[src/design/rv32v_cfg_pkg.sv]
/*
 * vector unit sizes and the shared element, offset and sew types,
 * offset-source and ALU-op enums
 */
`default_nettype none

package rv32v_cfg_pkg;

  localparam int VLEN      = 128;
  localparam int NUM_VREGS = 32;
  localparam int ELEM_W    = 32;

  typedef enum logic [1:0] {
    SEW8  = 2'd0,
    SEW16 = 2'd1,
    SEW32 = 2'd2
  } sew_t;

  typedef logic [ELEM_W-1:0] elem_t;   // zero-extended lane value
  typedef logic [31:0]       offset_t; // wide enough for rs1 and lane-data indices
  typedef logic [4:0]        vreg_t;

  typedef enum logic [2:0] {
    VS2_SRC_NORMAL,
    VS2_SRC_IDX_PLUS_1,
    VS2_SRC_VS1,
    VS2_SRC_RS1,
    VS2_SRC_UIMM
  } vs2_src_t;

  typedef enum logic {
    VD_SRC_NORMAL,
    VD_SRC_ZERO
  } vd_src_t;

  typedef enum logic [2:0] {
    ALU_ADD,
    ALU_SUB,
    ALU_AND,
    ALU_OR,
    ALU_XOR,
    ALU_NONE
  } aluop_t;

endpackage

`default_nettype wire

[src/design/element_counter.sv]
/*
 * element counter: walks the two-lane element offset from vstart toward vl,
 * flags the last pair and whether lane 1 is still inside vl
 */
`timescale 1ns/1ns
`default_nettype none

module element_counter
  import rv32v_cfg_pkg::*;
(
  input  logic    CLK,
  input  logic    nRST,
  input  logic    de_en,
  input  logic    stall,
  input  logic    flush,
  input  offset_t vstart,
  input  offset_t vl,
  output offset_t offset,
  output logic    last,
  output logic    lane1_active
);

  offset_t     adv;       // elements stepped past vstart
  logic [32:0] pair_end;  // offset + 2, one bit wider so it cannot wrap
  logic [32:0] lane1_idx;

  assign offset    = vstart + adv;
  assign pair_end  = {1'b0, offset} + 33'd2;
  assign lane1_idx = {1'b0, offset} + 33'd1;

  // vstart >= vl also lands here, giving a single micro-op
  assign last         = pair_end >= {1'b0, vl};
  assign lane1_active = lane1_idx < {1'b0, vl};

  always_ff @(posedge CLK, negedge nRST) begin
    if (!nRST) begin
      adv <= '0;
    end else if (flush || !de_en) begin
      adv <= '0;                   // restart from vstart
    end else if (!stall) begin
      if (last) adv <= '0;
      else adv <= adv + 32'd2;
    end
  end

endmodule

`default_nettype wire

[config.mk]
export PLATFORM = sky130hd
export DESIGN_NAME = element_counter
export DESIGN_NICKNAME = d
export VERILOG_FILES = /design/src/design/rv32v_cfg_pkg.sv /design/src/design/element_counter.sv
export SDC_FILE = /design/constraint.sdc
export NUM_CORES = 1
export LEC_CHECK = 0
export BUFFER_PORTS_ARGS = -buffer_cell sky130_fd_sc_hd__buf_2
export CORE_MARGIN = 2
export CORE_UTILIZATION = 54
export DETAILED_ROUTE_END_ITERATION = 8
export GPL_TIMING_DRIVEN = 0
export HOLD_SLACK_MARGIN = 0.15
export PLACE_DENSITY = 0.77
export SLEW_MARGIN = 15
export SYNTH_ARGS = -nofsm -noshare
export SYNTH_HDL_FRONTEND = slang
export SYNTH_SLANG_ARGS = --single-unit
[constraint.sdc]
create_clock -name CLK -period 7.06 [get_ports CLK]
set_clock_uncertainty 0.1 [all_clocks]
set_input_delay 1.765 -clock CLK [delete_from_list [all_inputs] [get_ports CLK]]
set_output_delay 1.765 -clock CLK [all_outputs]
set_load 0.005 [all_outputs]
==> results by group <==
Timing
  – Final hold violations: 0
  – Final critical-path required period: 7820 ps
  – Worst hold slack: roughly 460 ps
  – Unrepaired setup endpoints after global routing: yes
  – Final setup margin: -759 ps
  – Final Cycle Share: 111%
  – Final Slew Violations: 0
  – Worst Max-Slew Pin Slew: 800 ps
  – Final setup fails: 2
  – Max Fclk: 128 MHz
  – Rel. slew slack: 46.2%

Synthesis
  – Cell taking the most area after synthesis: ha_1
  – Synthesized area per cell: 7.40 µm²
  – Area contributors post-synth: ha_1 19%, dfrtp_1 12%, xnor2_1 7.7%
  – Synthesized instance count: 847
  – Post-synth top flop: dfrtp_1
  – Share of the synthesized area in the top cell type: between 10% and 20%
  – EDFF count, synth: 0
  – Synth Net Count: 1,013
  – Yosys reg bits: 31
  – Async set-reset flop share out of synthesis: 100%
  – Post-synth cell types: 69
  – Count leader, synth: ha_1
  – Sequential share of the synthesized area: 12.4%
  – Synthesized area: 6260 µm²
  – Yosys warns: 0
  – Synth cell count leaders: 97 x ha_1, 87 x nand2_1, 67 x inv_1, 65 x a21oi_1

Clock network
  – Total CTS buffers: 5
  – CTS Buffer Depth: 2
  – Clock transition at the registers of the reported paths: 50 ps
  – Worst-Skew Late Latency: approximately 290 ps
  – CTS HTree Levels: 2
  – # clock sinks: 31
  – CTS tree: done
  – Root Driver: clkbuf_16
  – Hold Buf Count CTS: 0

Routing
  – Via density: 6.23
  – DR iter-0 viols: 733
  – Drc violations: 0
  – Vias: 7,280
  – Routed wire length: 21.0 mm
  – Routed wire per std cell: 18.0 µm
  – DR pass1 iterations: 6
  – Post-route ant nets: 0

Outcome
  – Failing checks: negative setup slack
  – Status: finished, violations left

Global routing
  – Vias in the first global route: 6,614
  – Largest net degree at the start of global routing: 32
  – Aggregate global-route resource usage: slightly below 30%
  – Overflow after GRT: 0
  – Initial antenna violation count: 0
  – Global-route wire length before repair: 31.2 mm

Critical path
  – WP data required: 5200 ps
  – Setup crit end kind: output port
  – Worst path slowest cell: nor4_4
  – CP Launch Type: primary input
  – Max FO, Critical Path: 4
  – Crit-path leading delay family: compound AO/OA/AOI/OAI gates
  – Critical Path Most Common Cell: buf_4
  – Worst-path cell chain: buf_2 > ha_4 > buf_4 > a21oi_2 > o22ai_2 > a221oi_2 > buf_4 > o21bai_1 > xor2_2 > buf_4 > nand3_2 > nor4_4 > buf_4 > nand2_1 > xnor2_1 > ha_1 > o21ai_1 > nand2b_1 > a21oi_1 > o21ai_0 > o21ai_1 > a21boi_1 > a311oi_1 > buf_2
  – Max stage delay on crit path: slightly above 300 ps
  – CP Data Arrival Time: 5950 ps
  – Setup CP Type: primary input to output port
  – CP Buf/Inv Count: 6

Cells and area
  – Fill cells: 801
  – Area Overhead vs Synth: 37.9%
  – Final #Nets: 1,190
  – Max FFs per register: 31
  – Biggest register: adv
  – Top Registers: adv: 31 flops
  – Antenna Cells: 0
  – Share of layout cells above drive strength 1: 32.5%

Floorplan
  – Die ar.: 12,500 µm²
  – I/O Pins: 103
  – Die W: ~110 µm
  – Core area: roughly 11,000 µm²
  – # rows: 39
  – Initial core utilization: between 50% and 60%
  – Die Ht: roughly 110 µm

Job
  – Max capacitance violation total: 0

Power
  – Tot Pwr: 0.734 mW
  – Power Density: 85.0 nW/µm²
  – P_leak: 3.85 nW
  – Max VDD drop: 134 µV

Hold path
  – Min-Delay Path Class: register to register

Placed design
  – HPWL Detailed: 13.7 mm
  – GPL Wtd Cong: 0.960
  – Port bufs: 102
## cells in the final DEF (no fill, tap or decap), types with 11 or more instances in the layout
master	n
buf_2	105
ha_1	82
nand2_1	78
buf_4	72
inv_1	65
xnor2_1	50
nand3_1	49
a21oi_1	45
nor2_1	40
dfrtp_1	31
nand4_1	29
o21ai_0	23
xor2_1	21
o21ai_1	20
a21o_1	20
buf_6	14
nor2b_1	14
ha_4	14
nor3_1	13
a21oi_2	12
o21a_1	11
## per-layer routing
layer | global-route usage [%] | up-vias | routed length [µm]
li1 | - | 3439 | -
met1 | 39.2 | 3363 | 8830
met2 | 51.3 | 380 | 9880
met3 | 2.72 | 98 | 1420
met4 | 9.88 | 0 | 910
met5 | 0 | - | 0
## where the power goes
part           leakage [nW]  internal (mW)  total (mW)  switching, mW
logic                  3.34          0.147       0.330          0.182
registers             0.433          0.178       0.179       0.000920
clock network        0.0772          0.150       0.225         0.0757
## final cells by class
type,count,area (µm²),area share [%]
multi-input combinational,720,6020,69.7
sequential,31,776,8.98
timing repair buffer,175,1090,12.6
buffer,24,165,1.91
tap,143,179,2.07
inverter,67,251,2.91
clock buffer,8,156,1.81
## worst register-to-register path, cell delays in order, from the launching register on
cell and delay [ps]:
dfrtp_1 450, ha_4 280, buf_4 150, a21oi_2 270
o221ai_4 200, a21oi_4 320, xor2_2 250, inv_1 150
nand4_1 260, nor4b_4 350, buf_4 160, nand4_1 100
xnor2_1 250, ha_1 290, a21oi_1 160, nor2b_1 60
o21ai_1 110, and3b_1 190, buf_4 120, a31o_4 160
buf_4 120, o211a_1 120, buf_2 220, buf_2 290
nand3_1 120, o21ai_1 100
## kinds of logic (layout without fill, tap and decap cells)
kind of cell,Yosys count,in the layout,synth area share (%)
simple gates,318,318,26.1
compound gates,218,218,23.4
fa+ha+maj,97,97,19.4
buf+inv,96,274,6.41
xor+xnor,85,85,12.0
flops,31,31,12.4
mux,2,2,0.320
## repair_timing
action / 4_1_cts / 5_1_grt
buffers inserted: 54 / 19
endpoints found under the hold margin: 0 / 0
pin swaps: 51 / 32
gates cloned: 0 / 0
endpoints found under the setup margin: 2 / 2
resized for setup: 90 / 39
## through the flow
step / util [%] / setup WS [ps] / area [µm²] / TNS [ps] / instances
floorplan: - / -24.3 / 6640 / -45.6 / 847
global placement: 64.4 / -930 / 7330 / -1770 / 1092
detailed placement: 64.4 / -924 / 7330 / -1840 / 1092
CTS: 73.0 / -441 / 8310 / -866 / 1149
global route: 76.0 / -943 / 8640 / -1790 / 1168
finish: 76.0 / -759 / 8640 / -1410 / 1168
## final timing paths
| check | from | end | slack [ps] | cells after the start |
|---|---|---|---|---|
| min reg2reg | adv[31]$_DFFE_PN0P_ | adv[31]$_DFFE_PN0P_ | 460 | 1 |
| min | adv[31]$_DFFE_PN0P_ | adv[31]$_DFFE_PN0P_ | 460 | 1 |
| max reg2reg | adv[4]$_DFFE_PN0P_ | adv[16]$_DFFE_PN0P_ | 1650 | 25 |
| min in group asynchronous | nRST | adv[25]$_DFFE_PN0P_ | 1430 | 1 |
| max in group asynchronous | nRST | adv[3]$_DFFE_PN0P_ | 4980 | 1 |
| max | vstart[4] | lane1_active | -760 | 24 |
Power figures use the tool's default switching activity.
