## config.mk

```make
export PLATFORM = sky130hd
export DESIGN_NAME = rv32v_decode_stage
export DESIGN_NICKNAME = d
export VERILOG_FILES = /design/src/design/rv32v_cfg_pkg.sv /design/src/design/rv32v_decode_stage.sv
export SDC_FILE = /design/constraint.sdc
export NUM_CORES = 1
export LEC_CHECK = 0
export ABC_AREA = 1
export BUFFER_PORTS_ARGS = -buffer_cell sky130_fd_sc_hd__buf_4
export CELL_PAD_IN_SITES_DETAIL_PLACEMENT = 0
export CELL_PAD_IN_SITES_GLOBAL_PLACEMENT = 2
export CORE_AREA = 2 2 341 343
export CTS_BUF_LIST = sky130_fd_sc_hd__clkbuf_4 sky130_fd_sc_hd__clkbuf_8 sky130_fd_sc_hd__clkbuf_16
export DETAILED_ROUTE_END_ITERATION = 10
export DIE_AREA = 0 0 343 345
export GPL_ROUTABILITY_DRIVEN = 0
export PLACE_DENSITY = 0.61
export SYNTH_ARGS = -nofsm -noshare
export SYNTH_HDL_FRONTEND = slang
export SYNTH_SLANG_ARGS = --single-unit
```

## constraint.sdc

```tcl
create_clock -name CLK -period 1.3 [get_ports CLK]
set_input_delay 0.065 -clock CLK [delete_from_list [all_inputs] [get_ports CLK]]
set_output_delay 0.065 -clock CLK [all_outputs]
set_load 0.05 [all_outputs]
```

## src/design/rv32v_cfg_pkg.sv

```systemverilog
/*
 * vector unit sizes and the shared element, offset and sew types,
 * offset-source and ALU-op enums
 */
`default_nettype none

package rv32v_cfg_pkg;

  localparam int VLEN      = 128;
  localparam int NUM_VREGS = 32;
  localparam int ELEM_W    = 32;

  typedef enum logic [1:0] {
    SEW8  = 2'd0,
    SEW16 = 2'd1,
    SEW32 = 2'd2
  } sew_t;

  typedef logic [ELEM_W-1:0] elem_t;   // zero-extended lane value
  typedef logic [31:0]       offset_t; // wide enough for rs1 and lane-data indices
  typedef logic [4:0]        vreg_t;

  typedef enum logic [2:0] {
    VS2_SRC_NORMAL,
    VS2_SRC_IDX_PLUS_1,
    VS2_SRC_VS1,
    VS2_SRC_RS1,
    VS2_SRC_UIMM
  } vs2_src_t;

  typedef enum logic {
    VD_SRC_NORMAL,
    VD_SRC_ZERO
  } vd_src_t;

  typedef enum logic [2:0] {
    ALU_ADD,
    ALU_SUB,
    ALU_AND,
    ALU_OR,
    ALU_XOR,
    ALU_NONE
  } aluop_t;

endpackage

`default_nettype wire

```

## src/design/rv32v_decode_stage.sv

```systemverilog
/*
 * decode stage datapath: read/write offset selection, imm extension,
 * effective element width, mask bits and the decode-to-execute register
 */
`timescale 1ns/1ns
`default_nettype none

module rv32v_decode_stage
  import rv32v_cfg_pkg::*;
(
  input  logic          CLK, nRST, stall, flush,
  input  elem_t         xs1, xs2,
  input  sew_t          sew,
  input  offset_t       vl,
  // from the control unit
  input  logic          de_en, cu_is_signed, cu_load, cu_store, cu_ls_idx, wen,
  input  aluop_t        cu_aluop,
  input  vreg_t         vs1, vs2, vd,
  input  logic [4:0]    imm5,
  input  vs2_src_t      vs2_src,
  input  vd_src_t       vd_src,
  input  logic          vs2_widen, vd_widen, vm,
  // from the element counter
  input  offset_t       offset,
  input  logic          last, lane1_active,
  // register file
  input  elem_t [1:0]   rdata1, rdata2, rdata3,
  input  logic [1:0]    v0_bits,
  output vreg_t         rsel1, rsel2, rsel3,
  output offset_t [1:0] roff1, roff2, roff3,
  output sew_t          vs2_sew,
  // decode-to-execute bundle
  output logic          ex_valid, done, wen0, wen1, mask0, mask1,
  output elem_t         vs1_lane0, vs1_lane1, vs2_lane0, vs2_lane1, vs3_lane0, vs3_lane1,
  output offset_t       woffset0, woffset1,
  output elem_t         imm,
  output aluop_t        aluop,
  output sew_t          eew,
  output vreg_t         vd_sel,
  output logic          load, store, ls_idx, is_signed
);

  offset_t       base1, base2;  // offset+1 and offset+2
  offset_t [1:0] woff;
  elem_t         imm_sext, imm_zext, imm_d;
  sew_t          eew_d;
  logic          lane0_active;
  logic          wen0_d, wen1_d;

  // SEW8 doubles to 16, anything wider saturates at 32
  function automatic sew_t widen(input sew_t s);
    if (s == SEW8) return SEW16;
    return SEW32;
  endfunction

  assign base1 = offset + 32'd1;
  assign base2 = offset + 32'd2;

  assign rsel1 = vs1;
  assign rsel2 = vs2;
  assign rsel3 = vd;       // vs3 store data shares the vd field
  assign roff1 = {base1, offset};
  assign roff3 = woff;

  always_comb begin
    case (vs2_src)
      VS2_SRC_IDX_PLUS_1: roff2 = {base2, base1};
      VS2_SRC_VS1:        roff2 = {rdata1[1], rdata1[0]}; // gather indices from vs1 lanes
      VS2_SRC_RS1:        roff2 = {xs1, xs1};
      VS2_SRC_UIMM:       roff2 = {imm_zext, imm_zext};
      default:            roff2 = {base1, offset};
    endcase
  end

  always_comb begin
    case (vd_src)
      VD_SRC_ZERO: woff = '0;
      default:     woff = {base1, offset};
    endcase
  end

  assign imm_sext = {{(ELEM_W-5){imm5[4]}}, imm5};
  assign imm_zext = {{(ELEM_W-5){1'b0}}, imm5};
  // memory ops carry the rs2 scalar in the imm slot
  assign imm_d = (cu_load || cu_store) ? xs2 : (cu_is_signed ? imm_sext : imm_zext);

  assign vs2_sew = vs2_widen ? widen(sew) : sew;
  assign eew_d   = vd_widen ? widen(sew) : sew;

  assign lane0_active = offset < vl;
  assign wen0_d = de_en && wen && lane0_active;
  assign wen1_d = de_en && wen && lane1_active;

  always_ff @(posedge CLK, negedge nRST) begin
    if (!nRST) begin
      ex_valid  <= 1'b0;
      done      <= 1'b0;
      wen0      <= 1'b0;
      wen1      <= 1'b0;
      mask0     <= 1'b0;
      mask1     <= 1'b0;
      load      <= 1'b0;
      store     <= 1'b0;
      ls_idx    <= 1'b0;
      is_signed <= 1'b0;
      aluop     <= ALU_NONE;
      eew       <= SEW8;
      vd_sel    <= '0;
      imm       <= '0;
      woffset0  <= '0;
      woffset1  <= '0;
      vs1_lane0 <= '0;
      vs1_lane1 <= '0;
      vs2_lane0 <= '0;
      vs2_lane1 <= '0;
      vs3_lane0 <= '0;
      vs3_lane1 <= '0;
    end else if (flush || !stall) begin
      // flush loads an all-zero bundle
      ex_valid  <= !flush && de_en;
      done      <= !flush && de_en && last;
      wen0      <= !flush && wen0_d;
      wen1      <= !flush && wen1_d;
      mask0     <= !flush && (vm || v0_bits[0]);   // unmasked ops see all ones
      mask1     <= !flush && (vm || v0_bits[1]);
      load      <= !flush && cu_load;
      store     <= !flush && cu_store;
      ls_idx    <= !flush && cu_ls_idx;
      is_signed <= !flush && cu_is_signed;
      aluop     <= flush ? ALU_NONE : cu_aluop;
      eew       <= flush ? SEW8 : eew_d;
      vd_sel    <= flush ? '0 : vd;
      imm       <= flush ? '0 : imm_d;
      woffset0  <= flush ? '0 : woff[0];
      woffset1  <= flush ? '0 : woff[1];
      vs1_lane0 <= flush ? '0 : rdata1[0];
      vs1_lane1 <= flush ? '0 : rdata1[1];
      vs2_lane0 <= flush ? '0 : rdata2[0];
      vs2_lane1 <= flush ? '0 : rdata2[1];
      vs3_lane0 <= flush ? '0 : rdata3[0];
      vs3_lane1 <= flush ? '0 : rdata3[1];
    end else begin
      done <= 1'b0;   // stalled, bundle held
    end
  end

endmodule

`default_nettype wire

```

==> flow_metrics.py <==
metrics = {
    "outcome": {
        "status": "finished with violations",
        "violations": "negative setup slack",
    },
    "drt": {
        "drt_iter0_drc": 989,
        "dr.max_layer_used": "met5",
        "drtPass1Iterations": 5,
        "wirelength_met1_mm": 49.1,
        "routed_wl_mm": 118,
        "wl_met2_mm": 57.9,
        "wl_met3_mm": 7.72,
        "routedWlPerCell_um": 24.7,
        "drc": 0,
        "num_vias": 19203,
        "via_per_inst": 4.02,
        "antenna_left": 0,
    },
    "clock_tree": {
        "cts.clk_slew.worst_paths_ps": 60,
        "clkLatencyLatePin_ps": 570,
        "cts_inserted_buffers": 40,
        "root_buffer": "clkbuf_16",
        "clockBufferDepth": 3,
        "cts_tree": "yes",
        "ctsHtreeMaxLevel": 2,
        "clock_sinks": 308,
    },
    "worst_setup_path": {
        "worst-path-buf-inv": 2,
        "cp_slowest_cell": "nand4_1",
        "critical_path_class": "in2out",
        "cp_max_fo": 4,
        "critical_path_required_ps": 1240,
        "worstPathCellList": "buf_12, ha_4, nand2_4, nor2_4, nand2_4, nor2_4, nand2_4, nand2_4, nand2_8, nand2_4, nand4_1, buf_6",
        "cp_data_arrival_time_ps": 1810,
        "worst_setup_path_start_kind": "primary input",
        "r2r_start": "aluop[2]$_DFFE_PN1P_",
        "cp-end-kind": "output pin",
        "cp_common_cell": "nand2_4",
        "slowest_delay_ps": 340,
        "critical_path.top_delay_family": "simple AND/OR/NAND/NOR gates",
        "crit_path_start": "offset[2]",
    },
    "final_layout": {
        "fillers": 12092,
        "area.growth.synth_to_final_pct": 134,
        "final_cells": 4774,
        "drive_gt1_frac": 0.565,
        "nets": 3621,
        "multi_input_area_sq_um": 9190,
        "stdcell_area_sq_um": 36400,
        "final-seq-area_sq_um": 7710,
    },
    "sta": {
        "rsz0062_at_grt": "yes",
        "hold_viol_final": 0,
        "whs_ps": 41.5,
        "finClkSkew_ps": 0,
        "worst-slew-pin-transition_ps": 508,
        "fmax_ghz": 0.534,
        "finalSetupViolCount": 138,
        "slew_violations": 0,
        "post-route-min-period_ps": 1870,
        "setup_slack_ps": -572,
        "fin_tns_setup_ps": -49380,
        "post-route-period-util": 1.44,
        "max-slew-margin-rel": 0.660,
    },
    "synthesis": {
        "synth-xor-area-share": 0.0130,
        "avgSynthCellArea_sq_um": 8.91,
        "synth-edff-count": 0,
        "yosysUniqueCellTypes": 39,
        "synth_compound_area_frac": 0.206,
        "synth.top_cell.area_share": 0.491,
        "synthesis.area_sq_um": 15600,
        "synth_warnings": 0,
        "synth_mux_area_frac": 0,
        "synth_seq_cells": 308,
        "yosys.area.top_type": "dfrtp_1",
        "synthAdderAreaFrac": 0.0265,
        "syn_nets": 2149,
        "synthTopCellsByArea": "dfrtp_1 49%, a22o_1 12%, nand2_1 9.1%",
        "yosysSeqAreaShare": 0.495,
        "async_flop_share": 1.00,
        "synth_top_family_by_area": "compound AO/OA/AOI/OAI gates",
        "synthFlopType": "dfrtp_1",
        "synthSimpleGateAreaFrac": 0.165,
        "syn_inst": 1750,
    },
    "global_route": {
        "grt_pass1_wl_mm": 160,
        "antenna_found_initial": 9,
        "grt_max_degree": 83,
        "grt_pass1_vias": 20322,
        "gr-usage-all-layers": 0.192,
        "grt_overflow": 0,
    },
    "flow_run": {
        "drv_cap": 0,
    },
    "worst_hold_path": {
        "worstHoldStart": "stall",
        "hold_path.class": "in2reg",
    },
    "floorplan": {
        "rows": 125,
        "dieHeight_um": 345,
        "fp.dieArea_sq_um": 118000,
        "ioPinCount": 883,
        "start_util": 0.135,
        "coreArea_sq_um": 115000,
        "die_w_um": 343,
    },
    "placement": {
        "dpl.cell_count": 4343,
        "dp_hpwl_mm": 95.4,
        "dpl-instance-area_sq_um": 28100,
        "portBuffers": 862,
        "preCtsSetupSlack_ps": -939,
    },
    "power": {
        "power.density_nw_per_um2": 969,
        "ir_worst_vdd_mv": 0.675,
        "leakagePower_uw": 0.0175,
    },
}
## state kept, by name, indices dropped and copies added, names as in the netlist, 2 cells and up
name	flops
woffset0	32
vs1_lane1	32
eew	2
imm	32
aluop	3
woffset1	32
vs2_lane1	32
vs1_lane0	32
vs3_lane0	32
vs2_lane0	32
vs3_lane1	32
vd_sel	5
## metal layers
| metal | vias up | track usage |
|---|---|---|
| li1 | 8854 | - |
| met1 | 9590 | 0.233 |
| met2 | 630 | 0.335 |
| met3 | 125 | 0.0521 |
| met4 | 4 | 0.0415 |
| met5 | - | 0 |
## Yosys cell counts (3+ instances only)
master,count
o2111ai_1,27
nand2_2,11
nor3_1,10
a32o_1,4
o211ai_1,9
o21ai_1,15
a22oi_1,3
xor2_1,11
inv_1,179
nor3_4,4
buf_4,48
buf_1,11
nor2_4,6
o21ai_0,116
nand2_1,377
clkbuf_1,54
ha_1,33
xor2_2,6
nor2_2,16
inv_2,8
a22o_1,207
a21oi_1,58
dfrtp_1,306
buf_2,33
nor2_1,111
nand4_1,15
nand3_1,55
## worst reg2reg max path: stages, from the launching register on
cell     delay [ps]
dfstp_2         550
buf_4           110
buf_4            90
nand2_1          40
nand3_1          90
## cells in the final DEF (no fill, tap or decap), drive strengths merged, types with 27 or more instances in the layout
master | synthesis | routed
nand3 | 55 | 55
nand2 | 388 | 388
nor2 | 133 | 133
a21oi | 58 | 58
a22o | 207 | 207
buf | 92 | 1317
dfrtp | 306 | 306
o2111ai | 27 | 27
ha | 33 | 33
o21ai | 133 | 133
clkbuf | 54 | 62
inv | 187 | 157
dlygate4sd3 | 0 | 257
## final timing paths
| check | endpoint | slack, ps | cells after the start |
|---|---|---|---|
| max | roff2[57] | -570 | 12 |
| min | woffset1[20]$_DFFE_PN0P_ | 40 | 5 |
| max reg2reg | aluop[2]$_DFFE_PN1P_ | 360 | 4 |
| min reg2reg | vs1_lane1[5]$_DFFE_PN0P_ | 480 | 2 |
| max in group asynchronous | vs1_lane0[0]$_DFFE_PN0P_ | 110 | 5 |
| min in group asynchronous | vs3_lane0[4]$_DFFE_PN0P_ | 550 | 3 |
## timing repair
item,4_1_cts,5_1_grt
gates resized for setup,621,217
setup buffers,82,50
hold endpoints to repair,551,6
hold buffers,257,2
endpoints found under the setup margin,146,171
pin swaps,117,108
gates cloned,5,1
## logic make-up (layout without fill, tap and decap cells)
kind of cell | count (synthesis) | after routing
and+or+nand+nor | 607 | 607
AOI/OAI and AO/OA | 450 | 450
buffers and inverters | 334 | 1831
DFF | 308 | 308
adders and majority gates | 33 | 33
xor gates and xnor gates | 18 | 18
other | 0 | 3
## layout make-up
| class | count | area share |
|---|---|---|
| well taps | 1524 | 0.0524 |
| flip-flops and latches | 308 | 0.212 |
| diodes | 3 | 0.000206 |
| clock inverters | 6 | 0.00320 |
| clock buffers | 61 | 0.0342 |
| repair buffers | 1576 | 0.419 |
| multi-input cells | 1108 | 0.253 |
| inverters | 188 | 0.0265 |
## through the flow
step                total power, uW   util
floorplan                     16300      -
global placement              21500  0.244
detailed placement            21500  0.244
CTS                           35400  0.306
global route                  36700  0.316
finish                        35200  0.316
## where the power goes
group | total (uW) | switching [uW] | internal (uW)
sequential | 10400 | 321 | 10100
clock | 11800 | 4640 | 7150
combinational | 13000 | 7810 | 5220
Power figures use the tool's default switching activity.
