==> src/design/rv32v_isa_pkg.sv <==
/*
 * vector instruction encodings: opcodes, funct3/funct6, width and mop codes,
 * plus the instruction word union with its arithmetic and load/store views
 */
`default_nettype none

package rv32v_isa_pkg;

  // major opcodes
  localparam logic [6:0] OP_V       = 7'b1010111;
  localparam logic [6:0] OP_LOADFP  = 7'b0000111;
  localparam logic [6:0] OP_STOREFP = 7'b0100111;

  // funct3 operand categories
  localparam logic [2:0] OPIVV = 3'b000;
  localparam logic [2:0] OPIVX = 3'b100;
  localparam logic [2:0] OPIVI = 3'b011;
  localparam logic [2:0] OPMVV = 3'b010; // vwaddu lives here
  localparam logic [2:0] OPMVX = 3'b110; // vslide1down lives here

  localparam logic [5:0] F6_VADD        = 6'b000000;
  localparam logic [5:0] F6_VSUB        = 6'b000010;
  localparam logic [5:0] F6_VAND        = 6'b001001;
  localparam logic [5:0] F6_VOR         = 6'b001010;
  localparam logic [5:0] F6_VXOR        = 6'b001011;
  localparam logic [5:0] F6_VRGATHER    = 6'b001100;
  localparam logic [5:0] F6_VSLIDE1DOWN = 6'b001111;
  localparam logic [5:0] F6_VWADDU      = 6'b110000;

  // load/store width field, vector element sizes only
  localparam logic [2:0] VW8  = 3'b000;
  localparam logic [2:0] VW16 = 3'b101;
  localparam logic [2:0] VW32 = 3'b110;

  localparam logic [1:0] MOP_UNIT     = 2'b00;
  localparam logic [1:0] MOP_UINDEXED = 2'b01;
  localparam logic [1:0] MOP_OINDEXED = 2'b11;

  typedef struct packed {
    logic [5:0] funct6;
    logic       vm;
    logic [4:0] vs2;
    logic [4:0] vs1;    // also imm5 / rs1
    logic [2:0] funct3;
    logic [4:0] vd;
    logic [6:0] opcode;
  } varith_t;

  typedef struct packed {
    logic [2:0] nf;
    logic       mew;
    logic [1:0] mop;
    logic       vm;
    logic [4:0] vs2;    // lumop/sumop, or index register
    logic [4:0] rs1;
    logic [2:0] width;
    logic [4:0] vd;     // vs3 for stores
    logic [6:0] opcode;
  } vmem_t;

  typedef union packed {
    varith_t arith;
    vmem_t   mem;
  } vinstr_u;

endpackage

`default_nettype wire

==> src/design/rv32v_cfg_pkg.sv <==
/*
 * vector unit sizes and the shared element, offset and sew types,
 * offset-source and ALU-op enums
 */
`default_nettype none

package rv32v_cfg_pkg;

  localparam int VLEN      = 128;
  localparam int NUM_VREGS = 32;
  localparam int ELEM_W    = 32;

  typedef enum logic [1:0] {
    SEW8  = 2'd0,
    SEW16 = 2'd1,
    SEW32 = 2'd2
  } sew_t;

  typedef logic [ELEM_W-1:0] elem_t;   // zero-extended lane value
  typedef logic [31:0]       offset_t; // wide enough for rs1 and lane-data indices
  typedef logic [4:0]        vreg_t;

  typedef enum logic [2:0] {
    VS2_SRC_NORMAL,
    VS2_SRC_IDX_PLUS_1,
    VS2_SRC_VS1,
    VS2_SRC_RS1,
    VS2_SRC_UIMM
  } vs2_src_t;

  typedef enum logic {
    VD_SRC_NORMAL,
    VD_SRC_ZERO
  } vd_src_t;

  typedef enum logic [2:0] {
    ALU_ADD,
    ALU_SUB,
    ALU_AND,
    ALU_OR,
    ALU_XOR,
    ALU_NONE
  } aluop_t;

endpackage

`default_nettype wire

==> src/design/vector_control_unit.sv <==
/*
 * vector control unit: combinational decode of one instruction word into
 * ALU op, load/store flags, register numbers, offset sources and widen flags
 */
`timescale 1ns/1ns
`default_nettype none

module vector_control_unit
  import rv32v_isa_pkg::*;
  import rv32v_cfg_pkg::*;
(
  input  vinstr_u    instr,
  input  logic       instr_valid,
  output logic       de_en,
  output logic       illegal,
  output aluop_t     aluop,
  output logic       is_signed,
  output logic       load,
  output logic       store,
  output logic       ls_idx,
  output logic       wen,
  output vreg_t      vs1,
  output vreg_t      vs2,
  output vreg_t      vd,
  output logic [4:0] imm5,
  output vs2_src_t   vs2_src,
  output vd_src_t    vd_src,
  output logic       vs2_widen,
  output logic       vd_widen
);

  logic [5:0] f6;
  logic [2:0] f3;
  logic       opi_form;    // one of the integer vv/vx/vi forms
  logic       mem_indexed;
  logic       mem_ok;      // load/store encoding we can walk
  logic       supported;

  assign f6 = instr.arith.funct6;
  assign f3 = instr.arith.funct3;
  assign opi_form = (f3 == OPIVV) || (f3 == OPIVX) || (f3 == OPIVI);

  // register fields sit at the same bits in both views
  assign vs1  = instr.arith.vs1;
  assign vs2  = instr.arith.vs2;
  assign vd   = instr.arith.vd;
  assign imm5 = instr.arith.vs1;

  assign mem_indexed = (instr.mem.mop == MOP_UINDEXED) || (instr.mem.mop == MOP_OINDEXED);
  assign mem_ok = (instr.mem.nf == 3'd0) && !instr.mem.mew &&
                  ((instr.mem.width == VW8) || (instr.mem.width == VW16) ||
                   (instr.mem.width == VW32)) &&
                  (mem_indexed || ((instr.mem.mop == MOP_UNIT) && (instr.mem.vs2 == 5'd0)));

  always_comb begin
    supported = 1'b0;
    aluop     = ALU_NONE;
    is_signed = 1'b0;
    load      = 1'b0;
    store     = 1'b0;
    ls_idx    = 1'b0;
    wen       = 1'b0;
    vs2_src   = VS2_SRC_NORMAL;
    vd_src    = VD_SRC_ZERO;   // parked on element 0 when nothing decodes
    vs2_widen = 1'b0;
    vd_widen  = 1'b0;
    case (instr.arith.opcode)
      OP_V: begin
        if (opi_form) begin
          supported = 1'b1;
          case (f6)
            F6_VADD: aluop = ALU_ADD;
            F6_VSUB: aluop = ALU_SUB;
            F6_VAND: aluop = ALU_AND;
            F6_VOR:  aluop = ALU_OR;
            F6_VXOR: aluop = ALU_XOR;
            F6_VRGATHER: begin
              if (f3 == OPIVV) vs2_src = VS2_SRC_VS1;
              else if (f3 == OPIVX) vs2_src = VS2_SRC_RS1;
              else vs2_src = VS2_SRC_UIMM;
            end
            default: supported = 1'b0;
          endcase
          // gather index immediate stays unsigned
          is_signed = supported && (f3 == OPIVI) && (f6 != F6_VRGATHER);
        end else if ((f3 == OPMVV) && (f6 == F6_VWADDU)) begin
          supported = 1'b1;
          aluop     = ALU_ADD;
          vs2_widen = 1'b1;
          vd_widen  = 1'b1;
        end else if ((f3 == OPMVX) && (f6 == F6_VSLIDE1DOWN)) begin
          supported = 1'b1;
          vs2_src   = VS2_SRC_IDX_PLUS_1;
        end
        wen = supported;
      end
      OP_LOADFP: begin
        supported = mem_ok;
        load      = mem_ok;
        wen       = mem_ok;
        ls_idx    = mem_ok && mem_indexed;
      end
      OP_STOREFP: begin
        supported = mem_ok;
        store     = mem_ok;   // vd field names the store data register
        ls_idx    = mem_ok && mem_indexed;
      end
      default: supported = 1'b0;
    endcase
    if (supported) vd_src = VD_SRC_NORMAL;
  end

  assign de_en   = instr_valid && supported;
  assign illegal = instr_valid && !supported;

endmodule

`default_nettype wire

==> config.mk <==
export PLATFORM = sky130hd
export DESIGN_NAME = vector_control_unit
export DESIGN_NICKNAME = d
export VERILOG_FILES = /design/src/design/rv32v_isa_pkg.sv /design/src/design/rv32v_cfg_pkg.sv /design/src/design/vector_control_unit.sv
export SDC_FILE = /design/constraint.sdc
export NUM_CORES = 1
export LEC_CHECK = 0
export BUFFER_PORTS_ARGS = -buffer_cell sky130_fd_sc_hd__buf_2
export CAP_MARGIN = 25
export CORE_ASPECT_RATIO = 1.4
export CORE_MARGIN = 1
export CORE_UTILIZATION = 32
export DETAILED_ROUTE_END_ITERATION = 8
export PLACE_DENSITY = 0.86
export SETUP_SLACK_MARGIN = 0.5
export SLEW_MARGIN = 0
export SYNTH_ARGS = -nofsm -noshare
export SYNTH_HDL_FRONTEND = slang
export SYNTH_SLANG_ARGS = --single-unit
export TNS_END_PERCENT = 30
==> constraint.sdc <==
create_clock -name vclk -period 1.4
set_input_delay 0.21 -clock vclk [all_inputs]
set_output_delay 0.21 -clock vclk [all_outputs]
set_load 0.05 [all_outputs]
==> flow_metrics.tcl, run 1 <==
set metrics [dict create \
    status "complete, but fails checks" \
    violations "setup timing" \
    ff_latch_area_um2 0 \
    dr.first_iter.drc_count 13 \
    finalWirelength_um 2470 \
    rows 17 \
    synth_cells 83 \
    drc 0 \
    die_y_um 52.5 \
    die_area_mm2 0.00200 \
    cp.required_ns 1.19 \
    fin_util 0.720 \
    fmax_ghz 0.569 \
    critical-path-slowest-cell "o21a_1" \
    whs_ns 0.420 \
    drive_gt1_frac 0.811 \
    via_count 810 \
    gr-total-overflow 0 \
    critPathMaxFanout 6 \
    dp_hpwl_um 1580 \
    slowest_delay_ns 0.22 \
    gp_congestion 0.892 \
    die_x_um 38.1 \
    setup-violations-final 16 \
    placed_area_um2 935 \
    start_util 0.356 \
    critPathArrivalTime_ns 1.55 \
    antenna_found_initial 0 \
    syn_area_um2 583 \
    dr.pass1.iters 4 \
    finalCritPeriodShare 1.25 \
    dpl.cell_count 150 \
    ios 69 \
    hold_viol_final 0 \
    stdcell_count 151 \
    routedWlPerCell_um 16.4 \
    synth_top_area_frac 0.283 \
    rsz0062_at_grt "true" \
    cts_hold_buffers 0 \
    nFlopsAndLatches 0 \
    grt_pass1_wl_um 3330 \
    ys_warn_count 0 \
    syn_to_final_growth_pct 102 \
    fill_cells 107 \
    vias_per_cell 5.36 \
    setup_ws_ns -0.357 \
    layout_commonest_cell "buf_4" \
    slew_viol_final 0 \
    core-area_mm2 0.00164 \
    worstPathCellList "clkbuf_4 -> buf_4 -> nand2_1 -> o22ai_1 -> o21a_1 -> o22ai_4 -> and3_1 -> buf_6" \
    io_buffers 43 \
    antenna_left 0 \
    crit_family "compound AO/OA/AOI/OAI gates" \
    fin_crit_ns 1.76 \
    hp-start "instr[7]" \
    num-nets-final 167 \
    clockBufferCount 0 \
    holdPathStages 0 \
    ys_top_cells_by_area "buf_4 28%, nor2_1 4.5%, o21a_1 3.9%" \
    grt_max_degree 9 \
    worstMarginPinSlew_ns 0.351 \
    final_cell_mix "30 x buf_4, 20 x buf_2, 19 x buf_6" \
    synth.distinct_cells 37 \
    maxSlewHeadroom 0.764 \
    p_leak_nw 0.540 \
    synth_fp_nets 116 \
    min_to "vd[0]" \
    synth.largest_area_cell "buf_4" \
    n_antenna_cell 0 \
    hp-class "input pin to output pin" \
    cp-end-kind "output pin" \
    final_cell_area_mm2 0.00118 \
    ys_seq_area_frac 0 \
    drv_cap 0 \
    vdd_drop_max_v 0.000187 \
    crit_type "input pin to output pin" \
    critPathBufInv 3 \
    power.density_mw_per_mm2 221 \
    start_kind "input pin" \
    grt_pass1_vias 801 \
    track_usage 0.225 \
    synth_area_per_cell_um2 7.02 \
]
layer usage:
| layer | vias to the layer above | global-route usage | share of wire |
|---|---|---|---|
| li1 | 372 | - | - |
| met1 | 381 | 0.208 | 0.36 |
| met2 | 51 | 0.460 | 0.53 |
| met3 | 6 | 0.0340 | 0.077 |
| met4 | 0 | 0.0714 | 0.032 |
| met5 | - | 0 | 0 |
synth_stat cells:
| library cell | instances |
|---|---|
| a21oi_2 | 1 |
| buf_4 | 22 |
| o22ai_1 | 1 |
| nand3_1 | 2 |
| nor4_1 | 2 |
| nor3_1 | 4 |
| nor4_2 | 1 |
| xnor2_1 | 1 |
| or2_1 | 1 |
| nor3_2 | 2 |
| a21boi_1 | 1 |
| o21ai_1 | 1 |
| inv_1 | 2 |
| and3_1 | 1 |
| or4_1 | 1 |
| nand4_4 | 1 |
| o21a_1 | 3 |
| nor2b_1 | 2 |
| o22ai_2 | 1 |
| nand2_1 | 3 |
| nand3b_1 | 1 |
| and2b_1 | 2 |
| and4b_1 | 1 |
| buf_6 | 1 |
| or3_2 | 1 |
| buf_2 | 1 |
| or3_1 | 1 |
| nor2_1 | 7 |
| a21oi_1 | 3 |
| and2_1 | 1 |
| and2_2 | 1 |
| o21ai_2 | 1 |
| or4_4 | 1 |
| nand4_1 | 3 |
| o21ai_0 | 2 |
| nor4b_2 | 1 |
| xor2_1 | 2 |
layout make-up:
cell class         count  area (um^2)  area share
well taps             19         23.8      0.0202
inverters              2         7.51     0.00637
repair buffers        73          577       0.489
multi-input cells     57          571       0.484
metrics by stage:
step | power [mW] | setup TNS, ns | worst slack [ns]
2_1_floorplan | 0.232 | -4.01 | -0.423
4_1_cts | 0.232 | -3.67 | -0.306
6_report | 0.260 | -4.50 | -0.357
5_1_grt | 0.273 | -5.35 | -0.416
3_3_place_gp | 0.209 | -4.87 | -0.368
3_5_place_dp | 0.215 | -5.45 | -0.405
what timing repair did:
action                     CTS  global route
gates resized for setup     39            24
hold endpoints to repair     0             0
pin swaps                    7             4
setup buffers                0             1
setup endpoints to repair   16            16
logic make-up (layout without fill, tap and decap cells):
| family | count (synthesis) | in the layout | synth area share |
|---|---|---|---|
| and+or+nand+nor | 40 | 40 | 0.466 |
| buffers and inverters | 26 | 75 | 0.324 |
| AOI/OAI and AO/OA | 14 | 14 | 0.165 |
| xor gates and xnor gates | 3 | 3 | 0.0451 |
worst max-delay path by stage:
stage | from | end | slack, ns | depth (start not counted)
finish | instr[26] | illegal | -0.36 | 8
global route | instr[26] | vd_src | -0.42 | 7
CTS | instr[3] | vs2_src[1] | -0.31 | 6
detailed placement | instr[3] | de_en | -0.40 | 8
global placement | instr[3] | de_en | -0.37 | 8
floorplan | instr[3] | vs2_src[2] | -0.42 | 4
where the power goes:
part / leakage (nW) / internal (mW) / switching [mW] / total [mW]
clock: 0 / 0 / 0 / 0
sequential: 0 / 0 / 0 / 0
combinational: 0.540 / 0.115 / 0.145 / 0.260
total: 0.540 / 0.115 / 0.145 / 0.260
Note: power is estimated with default switching activity, not from simulation.
==> inputs of run 2 (changes only) <==
- ABC_CLOCK_PERIOD_IN_PS: default -> 1400
- REMOVE_ABC_BUFFERS: default -> 1
==> run 2 against run 1 <==
Compared with the run above: the run still ends with setup timing left; core utilization is 8.5 points lower; wire length is 16% lower; cell count is 1.3% lower; largest cell class unchanged; count of clock-buffer cells in the layout stayed put; largest power group unchanged; worst hold slack hardly changed; total power is 13% lower; critical path depth is 2 lower; non-clock buffer count is 2 lower; cell area is 12% lower; flip-flop and latch count stayed put; first-iteration DRC count is 77% lower; global-route usage is 1.5 points lower.
==> flow_metrics.tcl, run 2 (synthesis results as in run 1) <==
set metrics [dict create \
    drc 0 \
    cp-end-kind "output pin" \
    nFlopsAndLatches 0 \
    worstSetupStartpoint "instr[3]" \
    endpoint "vs2_src[1]" \
    drive_gt1_frac 0.738 \
    syn_to_final_growth_pct 78.3 \
    finalCritPeriodShare 1.24 \
    slew_viol_final 0 \
    gp_congestion 0.903 \
    worstMarginPinSlew_ns 0.297 \
    critical-path-slowest-cell "or4_4" \
    ff_latch_area_um2 0 \
    netSwitchingFraction 0.556 \
    ios 69 \
    setup-violations-final 16 \
    grt_max_degree 8 \
    power.density_mw_per_mm2 217 \
    layout_commonest_cell "buf_4" \
    antenna_found_initial 0 \
    die_area_mm2 0.00200 \
    n_antenna_cell 0 \
    p_leak_nw 0.472 \
    p_seq_frac 0 \
    drv_cap 0 \
    cp.required_ns 1.19 \
    antenna_left 0 \
    violations "setup timing" \
    whs_ns 0.420 \
    internal-power_uw 100 \
    finalWirelength_um 2070 \
    rows 17 \
    vdd_drop_max_v 0.000165 \
    setup_tns_ns -4.00 \
    die_y_um 52.5 \
    status "complete, but fails checks" \
    routedWlPerCell_um 13.9 \
    crit_family "simple AND/OR/NAND/NOR gates" \
    crit_type "input pin to output pin" \
    power_frac_clock 0 \
    num-nets-final 165 \
    rsz0062_at_grt "true" \
    start_util 0.356 \
    critPathMaxFanout 4 \
    cp_num_cells 6 \
    crit_top_cell "buf_6" \
    die_x_um 38.1 \
    grt_pass1_vias 773 \
    final_cell_area_mm2 0.00104 \
    via_count 781 \
    holdPathStages 0 \
    power_uw 225 \
    critPathArrivalTime_ns 1.53 \
    hold_viol_final 0 \
    vias_per_cell 5.24 \
    placed_area_um2 843 \
    dr.first_iter.drc_count 3 \
    clockBufferCount 0 \
    core-area_mm2 0.00164 \
    slowest_delay_ns 0.45 \
    fill_cells 133 \
    critPathBufInv 2 \
    combPwrFrac 1.000 \
    p_switching_uw 125 \
    fin_util 0.635 \
    start_kind "input pin" \
    dr.pass1.iters 4 \
    fin_crit_ns 1.74 \
    setup_ws_ns -0.340 \
    fmax_ghz 0.575 \
    grt_pass1_wl_um 3130 \
    dp_hpwl_um 1530 \
    maxSlewHeadroom 0.801 \
    worstPathCellList "buf_6 -> and4b_2 -> nand4_4 -> or4_4 -> nor3_2 -> buf_6" \
    track_usage 0.210 \
    hp-class "input pin to output pin" \
    io_buffers 43 \
    final_cell_mix "32 x buf_4, 26 x buf_2, 13 x buf_6" \
    gr-total-overflow 0 \
]
run 2: cell type report:
class | count | area (um^2) | area share
inverter | 2 | 7.51 | 0.00722
timing repair buffer | 71 | 517 | 0.497
multi-input combinational | 57 | 492 | 0.473
tap | 19 | 23.8 | 0.0229
run 2: power by group through the flow:
stage	Clock, mW	Combinational (mW)	Sequential [mW]
floorplan	0	0.0527	0
global placement	0	0.193	0
detailed placement	0	0.199	0
CTS	0	0.216	0
global route	0	0.239	0
finish	0	0.225	0
run 2: worst min path at each step:
stage,startpoint,to
after floorplan,instr[15],imm5[0]
after global placement,instr[8],vd[1]
after detailed placement,instr[8],vd[1]
after CTS,instr[8],vd[1]
after global routing,instr[8],vd[1]
final,instr[10],vd[3]
run 2: metrics by stage:
step	std cells	setup slack (ns)
after global routing	149	-0.384
after floorplan	59	-1.03
after CTS	149	-0.316
final	149	-0.340
after global placement	148	-0.377
after detailed placement	148	-0.435
run 2: routing by layer:
| layer | GRT usage | wire [um] | up-vias |
|---|---|---|---|
| met5 | 0 | 0 | - |
| met4 | 0.0357 | 17 | 0 |
| met3 | 0.106 | 247 | 2 |
| met2 | 0.395 | 1090 | 62 |
| met1 | 0.194 | 708 | 345 |
| li1 | - | - | 372 |
run 2: what timing repair did:
item                                    4_1_cts  5_1_grt
setup buffers                                 1        0
endpoints found under the setup margin       16       16
pin swaps                                     6        4
cloned                                        0        0
hold buffers                                  0        0
gates resized for setup                      37       12
